[src/mem_pkg.sv]
// memory message package
// widths, op and length encodings, request and response structs

package mem_pkg;

  // ----------------------------------------
  // widths
  // ----------------------------------------

  localparam int c_addr_sz = 16;  // byte address
  localparam int c_data_sz = 32;  // one word

  typedef logic [c_addr_sz-1:0] addr_t;
  typedef logic [c_data_sz-1:0] data_t;

  // ----------------------------------------
  // encodings
  // ----------------------------------------

  typedef enum logic [2:0] {
    mem_rd,
    mem_wr,
    mem_amo_add,
    mem_amo_and,
    mem_amo_or
  } mem_op_e;

  // 3 is illegal
  typedef enum logic [1:0] {
    len_word = 2'd0,
    len_byte = 2'd1,
    len_half = 2'd2
  } mem_len_e;

  // ----------------------------------------
  // messages
  // ----------------------------------------

  typedef struct packed {
    mem_op_e  op;
    addr_t    addr;
    mem_len_e len;
    data_t    data;   // write data or atomic operand
  } mem_req_t;

  typedef struct packed {
    mem_op_e  op;
    mem_len_e len;
    data_t    data;   // read data, zero for writes
  } mem_resp_t;

endpackage
[src/mem_rr_arbiter.sv]
// round-robin arbiter for two memory ports
// grants one requester per cycle and forwards its request

`timescale 1ns/1ns

module mem_rr_arbiter
  import mem_pkg::*;
(
  input  logic       clk,
  input  logic       rst_n,
  input  logic [1:0] want,
  input  mem_req_t   req_in0,
  input  mem_req_t   req_in1,
  output logic [1:0] grant,
  output mem_req_t   sel_req,
  output logic       sel_val
);

  logic last_q;  // port served last, loses the next tie

  always_comb
  begin
    if (want == 2'b11)
      grant = last_q ? 2'b01 : 2'b10;
    else
      grant = want;
  end

  assign sel_val = |grant;
  assign sel_req = grant[1] ? req_in1 : req_in0;

  always_ff @(posedge clk or negedge rst_n)
  begin
    if (!rst_n)
      last_q <= 1'b1;  // port 0 wins the first tie
    else if (sel_val)
      last_q <= grant[1];
  end

  a_grant_legal : assert property (@(posedge clk) disable iff (!rst_n)
    $onehot0(grant) && ((grant & ~want) == 2'b00));

endmodule

[config.mk]
export PLATFORM = sky130hd
export DESIGN_NAME = mem_rr_arbiter
export DESIGN_NICKNAME = d
export VERILOG_FILES = /design/src/mem_pkg.sv /design/src/mem_rr_arbiter.sv
export SDC_FILE = /design/constraint.sdc
export NUM_CORES = 1
export LEC_CHECK = 0
export BUFFER_PORTS_ARGS = -buffer_cell sky130_fd_sc_hd__clkbuf_2
export CAP_MARGIN = 20
export CELL_PAD_IN_SITES_DETAIL_PLACEMENT = 0
export CELL_PAD_IN_SITES_GLOBAL_PLACEMENT = 2
export CORE_MARGIN = 2
export CORE_UTILIZATION = 12
export CTS_BUF_LIST = sky130_fd_sc_hd__clkbuf_16
export CTS_CLUSTER_SIZE = 20
export DETAILED_ROUTE_END_ITERATION = 10
export GPL_ROUTABILITY_DRIVEN = 0
export HOLD_SLACK_MARGIN = 0.1
export PLACE_DENSITY = 0.8
export SETUP_SLACK_MARGIN = 0.05
export SLEW_MARGIN = 20
export SYNTH_ARGS = -nofsm -noshare
export SYNTH_HDL_FRONTEND = slang
export SYNTH_SLANG_ARGS = --single-unit
[constraint.sdc]
create_clock -name clk -period 2 [get_ports clk]
set_clock_uncertainty 0.15 [all_clocks]
set_input_delay 0.2 -clock clk [delete_from_list [all_inputs] [get_ports clk]]
set_output_delay 0.2 -clock clk [all_outputs]
set_load 0.05 [all_outputs]
# [Word-level counts from Yosys, hierarchy flattened]
# Index checks and enable logic that the tools add are counted.
[word_totals] regBits=1 input_bits=110 out_inout_bits=56 elab_cells=6
[classes] n_eq_ne=1 mux=3 reduce_logical=1
[op_table] cell="$mux 53" n=1
[op_table] cell="$mux 2" n=2
[op_table] cell="$eq 2x2->1 const B" n=1
[op_table] cell="$reduce_or 2->1" n=1

# [Longest topological paths before layout]
[depth] word_depth=3 depth_mapped=4 ltp_nobuf=2

# [Worst setup path after synthesis]
# No wires, ideal clock.
[synth_path] path_kind="register -> output" startpoint="register last_q" endpoint="output port grant[0]" t_arrival_ps=1693 t_required_ps=1650 slack_ps=-43 stages_incl_launch_ff=3 path_buffers=0 cell_sequence="dfstp_2 > inv_1 > a21boi_0"
[synth_between] elab_chain_cells=2
[synth_rtl] item="start: declaration" line_no="mem_rr_arbiter.sv:19" text="logic last_q;"
[synth_rtl] item="start signal: assignment" line_no="mem_rr_arbiter.sv:37" text="last_q <= grant[1];"
[synth_rtl] item="$mux 2" line_no="mem_rr_arbiter.sv:24" text="grant = last_q ? 2'b01 : 2'b10;"
[synth_rtl] item="$mux 2" line_no="mem_rr_arbiter.sv:23" text="if (want == 2'b11)"
[synth_rtl] item="end: declaration" line_no="mem_rr_arbiter.sv:14" text="output logic [1:0] grant,"
# No other way between the ends.

==> results.py <==
metrics = {
    "critical_path": {
        "critPathMaxStageDelay_ns": 0.37,
        "required_ns": 1.65,
        "startpoint_type": "flip-flop",
        "path_class": "flip-flop to primary output",
        "path_cells": "a21boi_4, buf_12, mux2_2, clkbuf_2",
        "crit_path_top_delay_cell": "dfstp_2",
        "cp-end-kind": "primary output",
        "cp_max_fo": 33,
        "worstPathArrival_ns": 1.45,
    },
    "sta": {
        "setup_viol": 0,
        "layout_min_cycle_time_ns": 1.800,
        "rsz0062_at_grt": "no",
        "setup_tns_ns": 0,
        "worst_slew_pin_slew_ns": 0.2889,
        "drv_slew": 0,
        "final-hold-violation-count": 0,
        "slew_headroom": 0.8082,
        "timing.fmax_ghz": 0.5557,
        "fin_crit_sh": 0.8998,
    },
    "yosys": {
        "synth_nets": 176,
        "syn_avg_cell_area_um2": 14.48,
        "yosys.cell_types.count": 11,
        "synth_ff_type": "dfstp_2",
        "ys_warn_count": 0,
        "synth-seq-cells": 1,
        "syn_inst": 66,
        "synth_enable_flop_cells": 0,
        "synth_top_area_frac": 0.7696,
        "synthArstFlopShare": 1.000,
        "synth-seq-area-share": 0.02749,
        "syn_area_um2": 955.9,
        "synth_most_common_cell": "mux2_4",
        "synth_area_leaders": "mux2_4 (77%), buf_12 (10%), mux2_2 (4.7%)",
        "synth_commonest_cells": "mux2_4 (49), buf_12 (5), mux2_2 (4)",
        "yosysTopAreaCell": "mux2_4",
    },
    "grt": {
        "antenna_found_initial": 0,
        "overflow": 0,
        "grt_pass1_vias": 941,
        "grt_pass1_wl_um": 4478,
        "grt_max_degree": 34,
        "grtUsageTotal": 0.06070,
    },
    "routing": {
        "route.met3.wl_um": 328,
        "drt_iter0_drc": 12,
        "drtAntennaViolNets": 0,
        "first_pass_iters": 4,
        "drc": 0,
        "num_vias": 1146,
        "drt-met1-wl_um": 1148,
        "routed_wl_um": 3267,
        "route.met2.wl_um": 1791,
        "highest_layer": "met3",
        "vias_per_cell": 3.473,
        "routedWlPerCell_um": 9.900,
    },
    "layout": {
        "reg.largest.list": "last_q x1",
        "final_area_mm2": 0.001856,
        "layout-drive-gt1-share": 0.9781,
        "largest_reg_flops": 1,
        "regMostFlops": "last_q",
        "num_antenna_cells": 0,
        "syn_to_final_growth_pct": 94.11,
        "nets": 340,
        "fill_cells": 847,
    },
    "clocking": {
        "worst_skew_pair.late_latency_ns": 0,
        "clk_pin_slew_worst_paths_ns": 0,
        "cts_hold_buf": 1,
        "ctsResizeCount": 0,
        "post_cts_buffers": 0,
    },
    "flow_run": {
        "cap_violations": 0,
    },
    "worst_hold_path": {
        "hold_class": "input port to flip-flop",
    },
    "power_and_ir_drop": {
        "peakVddDrop_v": 0.0002539,
        "cellLeakagePower_uw": 0.001139,
        "p_per_area_mw_per_mm2": 471.6,
    },
    "place": {
        "postPlaceCellArea_mm2": 0.001846,
        "io_buffers": 165,
    },
    "run_status": {
        "status": "finished clean",
    },
    "die": {
        "initial_core_util": 0.1237,
        "pin_count": 166,
        "dieArea_mm2": 0.008696,
        "row_count": 32,
        "core_mm2": 0.007727,
        "die_h_um": 93.25,
        "dieWidth_um": 93.25,
    },
}
[critical path: cells and delay by family, from the launching register on]
| family | cells | cell delay [ns] |
|---|---|---|
| AOI/OAI and AO/OA | 1 | 0.20 |
| buffers and inverters | 2 | 0.49 |
| DFF | 1 | 0.37 |
| muxes | 1 | 0.36 |
[logic make-up after synthesis]
logic type | after synthesis | synth area share
compound gates | 3 | 0.02487
buf+inv | 7 | 0.1204
mux | 53 | 0.8168
simple gates | 2 | 0.01047
flops | 1 | 0.02749
[through the flow]
stage,utilization,power [uW],hold slack (ns),setup WS [ns],instances
detailed placement,0.2388,881.8,-0.01329,0.1909,329
CTS,0.2401,884.6,0.2824,0.1898,330
floorplan,-,705.5,-0.09784,0.3475,66
global route,0.2401,915.2,0.3134,0.1370,330
finish,0.2401,875.1,0.2833,0.2003,330
global placement,0.2388,877.3,-0.01418,0.1962,329
[placed cells by master, fill, tap and decap left out]
master / count
a21boi_1: 1
a21boi_4: 1
a21oi_1: 1
buf_12: 2
clkbuf_2: 165
dfstp_2: 1
dlygate4sd3_1: 1
inv_1: 1
mux2_2: 4
mux2_4: 49
nor2_1: 1
or2_2: 1
[layout make-up]
cell class | count | area [um2] | area share
multi-input cells | 58 | 822.0 | 0.4430
inverters | 1 | 3.754 | 0.002023
repair buffers | 168 | 875.8 | 0.4720
well taps | 102 | 127.6 | 0.06878
flip-flops and latches | 1 | 26.28 | 0.01416
[power by group]
part           leakage, uW  switching [uW]  total (uW)  internal [uW]
clock network            0               0           0              0
logic              0.00113             526         845            319
registers        0.0000105            4.25        30.2           26.0
[final timing paths]
kind	from	to	slack, ns	cells past startpoint
max reg2reg	last_q	last_q	1.04	2
min reg2reg	last_q	last_q	0.38	2
max in group asynchronous	rst_n	last_q	1.16	2
min in group asynchronous	rst_n	last_q	0.52	2
max	last_q	sel_req[1]	0.20	4
min	want[0]	last_q	0.28	2
[routing by layer]
metal / track usage / vias up
met5: 0 / -
met4: 0.002451 / 0
met3: 0.01048 / 0
met2: 0.1175 / 72
met1: 0.07268 / 503
li1: - / 571
Note: power is estimated with default switching activity, not from simulation.
