<file path="src/mem_pkg.sv">
// memory message package
// widths, op and length encodings, request and response structs

package mem_pkg;

  // ----------------------------------------
  // widths
  // ----------------------------------------

  localparam int c_addr_sz = 16;  // byte address
  localparam int c_data_sz = 32;  // one word

  typedef logic [c_addr_sz-1:0] addr_t;
  typedef logic [c_data_sz-1:0] data_t;

  // ----------------------------------------
  // encodings
  // ----------------------------------------

  typedef enum logic [2:0] {
    mem_rd,
    mem_wr,
    mem_amo_add,
    mem_amo_and,
    mem_amo_or
  } mem_op_e;

  // 3 is illegal
  typedef enum logic [1:0] {
    len_word = 2'd0,
    len_byte = 2'd1,
    len_half = 2'd2
  } mem_len_e;

  // ----------------------------------------
  // messages
  // ----------------------------------------

  typedef struct packed {
    mem_op_e  op;
    addr_t    addr;
    mem_len_e len;
    data_t    data;   // write data or atomic operand
  } mem_req_t;

  typedef struct packed {
    mem_op_e  op;
    mem_len_e len;
    data_t    data;   // read data, zero for writes
  } mem_resp_t;

endpackage
</file>
<file path="src/mem_port_if.sv">
// request and response bundle of one memory port
// val/rdy handshake on both directions

`timescale 1ns/1ns

interface mem_port_if
  import mem_pkg::*;
();

  // request channel
  logic      req_val;
  logic      req_rdy;
  mem_req_t  req;

  // response channel
  logic      resp_val;
  logic      resp_rdy;
  mem_resp_t resp;

  // memory side of the port
  modport ctrl (
    input  req_val, req, resp_rdy,
    output req_rdy, resp_val, resp
  );

  // requester side
  modport host (
    output req_val, req, resp_rdy,
    input  req_rdy, resp_val, resp
  );

endinterface

</file>
<file path="src/mem_port_ctrl.sv">
// memory port controller
// one request register and one response register per port

`timescale 1ns/1ns

module mem_port_ctrl
  import mem_pkg::*;
(
  input  logic     clk,
  input  logic     rst_n,
  mem_port_if.ctrl port,
  output logic     want,
  output mem_req_t held_req,
  input  logic     grant,
  input  data_t    result
);

  logic      req_full;
  mem_req_t  req_q;
  logic      resp_val_q;
  mem_resp_t resp_q;
  logic      resp_free;

  // ----------------------------------------
  // request side
  // ----------------------------------------

  // a new request may enter while the held one is granted
  assign port.req_rdy = !req_full || grant;
  assign held_req     = req_q;

  always_ff @(posedge clk or negedge rst_n)
  begin
    if (!rst_n)
      req_full <= 1'b0;
    else if (port.req_val && port.req_rdy)
      req_full <= 1'b1;
    else if (grant)
      req_full <= 1'b0;
  end

  always_ff @(posedge clk)
  begin
    if (port.req_val && port.req_rdy)
      req_q <= port.req;  // payload only
  end

  // ----------------------------------------
  // response side
  // ----------------------------------------

  assign resp_free = !resp_val_q || port.resp_rdy;  // empty or draining now
  assign want      = req_full && resp_free;

  always_ff @(posedge clk or negedge rst_n)
  begin
    if (!rst_n)
      resp_val_q <= 1'b0;
    else if (grant)
      resp_val_q <= 1'b1;
    else if (port.resp_rdy)
      resp_val_q <= 1'b0;
  end

  // result arrives already lane aligned
  always_ff @(posedge clk)
  begin
    if (grant)
    begin
      resp_q.op   <= req_q.op;
      resp_q.len  <= req_q.len;
      resp_q.data <= result;
    end
  end

  assign port.resp_val = resp_val_q;
  assign port.resp     = resp_q;

  // held response must not change under back-pressure
  a_resp_hold : assert property (@(posedge clk) disable iff (!rst_n)
    port.resp_val && !port.resp_rdy |=> port.resp_val && $stable(port.resp));

  a_len_legal : assert property (@(posedge clk) disable iff (!rst_n)
    req_full |-> 2'(req_q.len) != 2'd3);

endmodule

</file>
<file path="src/flat_wrapper.sv">
// flat-port wrapper written by rule: the top's interface ports become plain ports
module mem_port_ctrl_flat import mem_pkg::*;
  (clk, rst_n, want, held_req, grant, result, port_req_val, port_req, port_resp_rdy, port_req_rdy, port_resp_val, port_resp);
  mem_port_if port_i ();
  input  logic clk;
  input  logic rst_n;
  output logic want;
  output mem_req_t held_req;
  input  logic grant;
  input  data_t result;
  input wire logic [$bits(port_i.req_val)-1:0] port_req_val;
  input wire logic [$bits(port_i.req)-1:0] port_req;
  input wire logic [$bits(port_i.resp_rdy)-1:0] port_resp_rdy;
  output wire logic [$bits(port_i.req_rdy)-1:0] port_req_rdy;
  output wire logic [$bits(port_i.resp_val)-1:0] port_resp_val;
  output wire logic [$bits(port_i.resp)-1:0] port_resp;
  assign port_i.req_val = port_req_val;
  assign port_i.req = port_req;
  assign port_i.resp_rdy = port_resp_rdy;
  assign port_req_rdy = port_i.req_rdy;
  assign port_resp_val = port_i.resp_val;
  assign port_resp = port_i.resp;
  mem_port_ctrl u_core (.clk(clk), .rst_n(rst_n), .port(port_i), .want(want), .held_req(held_req), .grant(grant), .result(result));
endmodule
</file>
<file path="config.mk">
export PLATFORM = sky130hd
export DESIGN_NAME = mem_port_ctrl_flat
export DESIGN_NICKNAME = d
export VERILOG_FILES = /design/src/mem_pkg.sv /design/src/mem_port_if.sv /design/src/mem_port_ctrl.sv /design/src/flat_wrapper.sv
export SDC_FILE = /design/constraint.sdc
export NUM_CORES = 1
export LEC_CHECK = 0
export ABC_AREA = 1
export BUFFER_PORTS_ARGS = -buffer_cell sky130_fd_sc_hd__buf_2
export CELL_PAD_IN_SITES_DETAIL_PLACEMENT = 1
export CELL_PAD_IN_SITES_GLOBAL_PLACEMENT = 1
export CORE_MARGIN = 2
export CORE_UTILIZATION = 25
export DETAILED_ROUTE_END_ITERATION = 12
export GPL_TIMING_DRIVEN = 1
export PLACE_DENSITY = 0.71
export SLEW_MARGIN = 30
export SYNTH_ARGS = -nofsm -noshare
export SYNTH_HDL_FRONTEND = slang
export SYNTH_SLANG_ARGS = --single-unit
export TNS_END_PERCENT = 100
</file>
<file path="constraint.sdc">
create_clock -name clk -period 3.4 [get_ports clk]
set_input_delay 0.17 -clock clk [delete_from_list [all_inputs] [get_ports clk]]
set_output_delay 0.17 -clock clk [all_outputs]
set_load 0.02 [all_outputs]
</file>
== Yosys cells after proc, flatten, opt, wreduce, memory -nomap -nowiden ==
Index checks and enable logic that the tools add are counted.

* Register bits: 92
* Input port bits: 90
* Output and inout bits: 93
* Word-level logic and storage cells: 21

* Muxes and demuxes: 4
* Reductions and logical operators: 8

{| class="wikitable"
|+ Operators with widths
! operator !! count
|-
| 2-to-1 mux 1 bit || 4
|-
| nonzero test 2 bit || 2
|-
| logical AND 1 bit || 2
|-
| zero test 1 bit || 2
|-
| logical OR 1 bit || 2
|}

== Depth between registers and ports, before layout ==
* Depth in word-level cells: 4
* Mapped depth: 3
* Gate-level depth less buffers: 3

== Least setup slack after synthesis ==
OpenSTA, ideal clock, no wires.

* Kind: reg2reg
* Start: register u_core.req_full
* End: register u_core.req_q, in the netlist u_core.held_req[0], enable pin
* Arrival time: 2.993 ns
* Data required time: 2.919 ns
* Setup slack: -0.074 ns
* Stages on the path, launching flop included: 2
* Buffers on the path: 0
* Clock period less this slack: 3.474 ns
* Path through: dfrtp_1 -> a21oi_1

* Word-level cells in the longest chain between the ends: 3

{| class="wikitable"
|+ Ends and longest elaborated chain
! item !! RTL line !! text
|-
| start: declaration || mem_port_ctrl.sv:18 || <nowiki>logic req_full;</nowiki>
|-
| start signal: assignment || mem_port_ctrl.sv:35 || <nowiki>req_full <= 1'b0;</nowiki>
|-
| start signal: assignment || mem_port_ctrl.sv:37 || <nowiki>req_full <= 1'b1;</nowiki>
|-
| start signal: assignment || mem_port_ctrl.sv:39 || <nowiki>req_full <= 1'b0;</nowiki>
|-
| zero test 1 bit || mem_port_ctrl.sv:29 || <nowiki>assign port.req_rdy = !req_full || grant;</nowiki>
|-
| logical OR 1 bit || mem_port_ctrl.sv:29 ||
|-
| logical AND 1 bit || mem_port_ctrl.sv:44 || <nowiki>if (port.req_val && port.req_rdy)</nowiki>
|-
| end signal: assignment || mem_port_ctrl.sv:45 || <nowiki>req_q <= port.req;</nowiki>
|-
| end: declaration || mem_port_ctrl.sv:19 || <nowiki>mem_req_t req_q;</nowiki>
|}

Every way passes these cells.
A chain may end at the register's enable or synchronous reset.

== Final worst setup path ==
* Start: register u_core.req_full
* End: register u_core.req_q, in the netlist u_core.held_req[14], enable pin

The elaborated chain is that of the path after synthesis.

==> summary.md <==
| Metric | Value |
|---|---|
| WL/cell | `roughly 15 µm` |
| CP Class | `flip-flop to flip-flop` |
| Hold WC Path Type | `primary input to flip-flop` |
| Switching power | `just under 0.6 mW` |
| Synth cell types | `6` |
| RePlAce Congestion | `0.704` |
| Final setup vio count | `0` |
| Sequential power share | `between 50% and 60%` |
| Number of diodes | `0` |
| Seq/Total Area, Yosys | `98.4%` |
| Crit. Startpoint | `u_core.req_full` |
| Hold Violations, Final | `0` |
| Clock buffer depth | `2` |
| Port Buffers | `182` |
| Synthesized Nets | `between 150 and 200` |
| Via count | `roughly 2100` |
| Area grow syn2layout | `76.1%` |
| Placed cells | `approximately 430` |
| Final Skew | `between 8 and 9 ps` |
| Die X | `~110 µm` |
| RR Startpoint | `u_core.req_full` |
| Fmax | `~670 MHz` |
| CP Capture Type | `flip-flop` |
| Post-synthesis cell area | `0.00280 mm²` |
| Seq cells post-synth | `between 90 and 100` |
| Nets | `around 470` |
| Most frequent cells in the layout | `buf_2 (182), edfxtp_1 (90), dlygate4sd3_1 (84)` |
| Routed wire length | `8090 µm` |
| Cell taking the most area after synthesis | `edfxtp_1` |
| Maxcap violations | `0` |
| Status | `complete, no violations` |
| Syn Area/Cell | `27.4 µm²` |
| Vias in the first global route | `2321` |
| Design area | `0.00492 mm²` |
| Total track usage | `13.4%` |
| # rows | `38` |
| Final Max Slew Viols | `0` |
| Critical path startpoint category | `flip-flop` |
| Clock-pin transition on the worst setup and hold timing paths | `about 90 ps` |
| Synth warn | `0` |
| Share of cells above drive strength 1 | `about half` |
| First-pass GRT wire length | `11800 µm` |
| Main area contributors after synthesis | `edfxtp_1 (97%), dfrtp_1 (1.8%), inv_1 (0.54%)` |
| Drt via density | `3.91` |
| Lkg Pwr | `approximately 2.1 nW` |
| Clk pwr share | `27.8%` |
| DRC Markers | `0` |
| Setup_tns | `0 ps` |
| Root buffer cell | `clkbuf_8` |
| Clk sinks | `between 90 and 100` |
| Most common cell after layout, fill and taps aside | `buf_2` |
| Top cell type's share of synthesized area | `96.6%` |
| Unrepaired setup endpoints after global routing | `no` |
| Comb pwr share | `14.0%` |
| Max VDD drop | `0.000195 V` |
| Pwr dens | `470 mW/mm²` |
| Final worst-path cycle share | `44.2%` |
| Arrival time at the worst endpoint | `1520 ps` |
| # Post-CTS Setup Buffers | `0` |
| Antenna violations before repair | `0` |
| Worst-margin pin slew | `between 400 and 500 ps` |
| CTS tree | `done` |
| Antenna viol nets, final | `0` |
| Final Non-Filler Cells | `527` |
| Net Sw Frac | `approximately 25%` |
| Mapped Cells | `between 100 and 150` |
| Initial core utilization | `about a quarter` |
| Die Y | `~110 µm` |
| Min-delay src | `result[26]` |
| DP HPWL | `5250 µm` |
| Drt first-iter violations | `between 50 and 60` |
| Placed Area | `a little under 0.004 mm²` |
| Core outline area | `roughly 0.011 mm²` |
| Worst-skew pair later-pin latency | `approximately 340 ps` |
| CP required | `approximately 3400 ps` |
| Design Power | `between 2 and 2.5 mW` |
| Pre-antenna DRT Iters | `4` |
| Max-slew headroom | `roughly 70%` |
| Pint | `1.74 mW` |
| Crit-path max FO | `28` |
| GR Overflow Total | `0` |
| Die area | `0.0120 mm²` |
| Htree depth | `3` |
| Pin count of the biggest net entering global routing | `38` |
| I/O pins | `between 150 and 200` |
| Number of buffers created by CTS | `9` |
| Crit path time final | `1500 ps` |
layer usage:
| layer | routed length (µm) | track usage (%) | part of all wire (%) | up-vias |
|---|---|---|---|---|
| li1 | - | - | - | 957 |
| met1 | 3000 | 13.6 | 37 | 958 |
| met2 | 4140 | 24.6 | 51 | 136 |
| met3 | 836 | 5.16 | 10 | 9 |
| met4 | 112 | 5.15 | 1.4 | 0 |
| met5 | 0 | 0 | 0 | - |
registers in the layout, summed over array words and instances, names as in the netlist:
name / cells
u_core.req_full: 1
u_core.port.resp: 37
u_core.held_req: 53
u_core.port.resp_val: 1
cells in the mapped netlist:
master     n
edfxtp_1  90
dfrtp_1    2
inv_1      4
a21oi_1    1
a21oi_2    1
nand2_1    4
final timing paths:
check | slack, ps | cells past startpoint | end
hold / removal | 30 | 1 | u_core.port.resp[26]
hold reg to reg | 470 | 0 | u_core.port.resp[33]
max in group asynchronous | 3170 | 2 | u_core.req_full
min in group asynchronous | 140 | 2 | u_core.port.resp_val
setup / recovery | 1900 | 2 | u_core.held_req[14]
setup reg to reg | 1900 | 2 | u_core.held_req[14]
stage by stage:
stage	utilization, %	hold WS (ps)	setup WS (ps)
after global routing	45.2	2.17	1790
after CTS	45.2	3.47	1870
after floorplan	-	-126	1110
after detailed placement	36.0	-38.2	1900
final	45.2	31.1	1900
after global placement	36.0	-42.3	1930
area by class of cell:
type / instances / area [µm²]
Clock inverter: 7 / 43.8
Fill cell: 1144 / 5960
Tap cell: 140 / 175
Sequential cell: 92 / 2750
Timing Repair Buffer: 269 / 1770
Clock buffer: 9 / 124
Inverter: 4 / 15.0
Multi-Input combinational cell: 6 / 40.0
critical path, stage by stage, from the launching register on:
cell and delay, ps:
dfrtp_1 430, a21oi_4 320, buf_4 400
power groups by stage:
stage | clock network, mW | registers (mW) | logic [mW]
2_1_floorplan | 0 | 1.47 | 0.0184
3_3_place_gp | 0 | 1.37 | 0.246
3_5_place_dp | 0 | 1.37 | 0.250
4_1_cts | 0.681 | 1.35 | 0.325
5_1_grt | 0.712 | 1.35 | 0.351
6_report | 0.643 | 1.35 | 0.325
logic make-up after synthesis:
kind of cell	Yosys count	share of synthesized area, %
AOI/OAI and AO/OA	2	0.492
buffers and inverters	4	0.537
DFF	92	98.4
and+or+nand+nor	4	0.537
repair_timing:
item,4_1_cts,5_1_grt
gates resized for setup,0,0
endpoints found under the hold margin,85,0
hold buffers,84,0
Power figures use the tool's default switching activity.
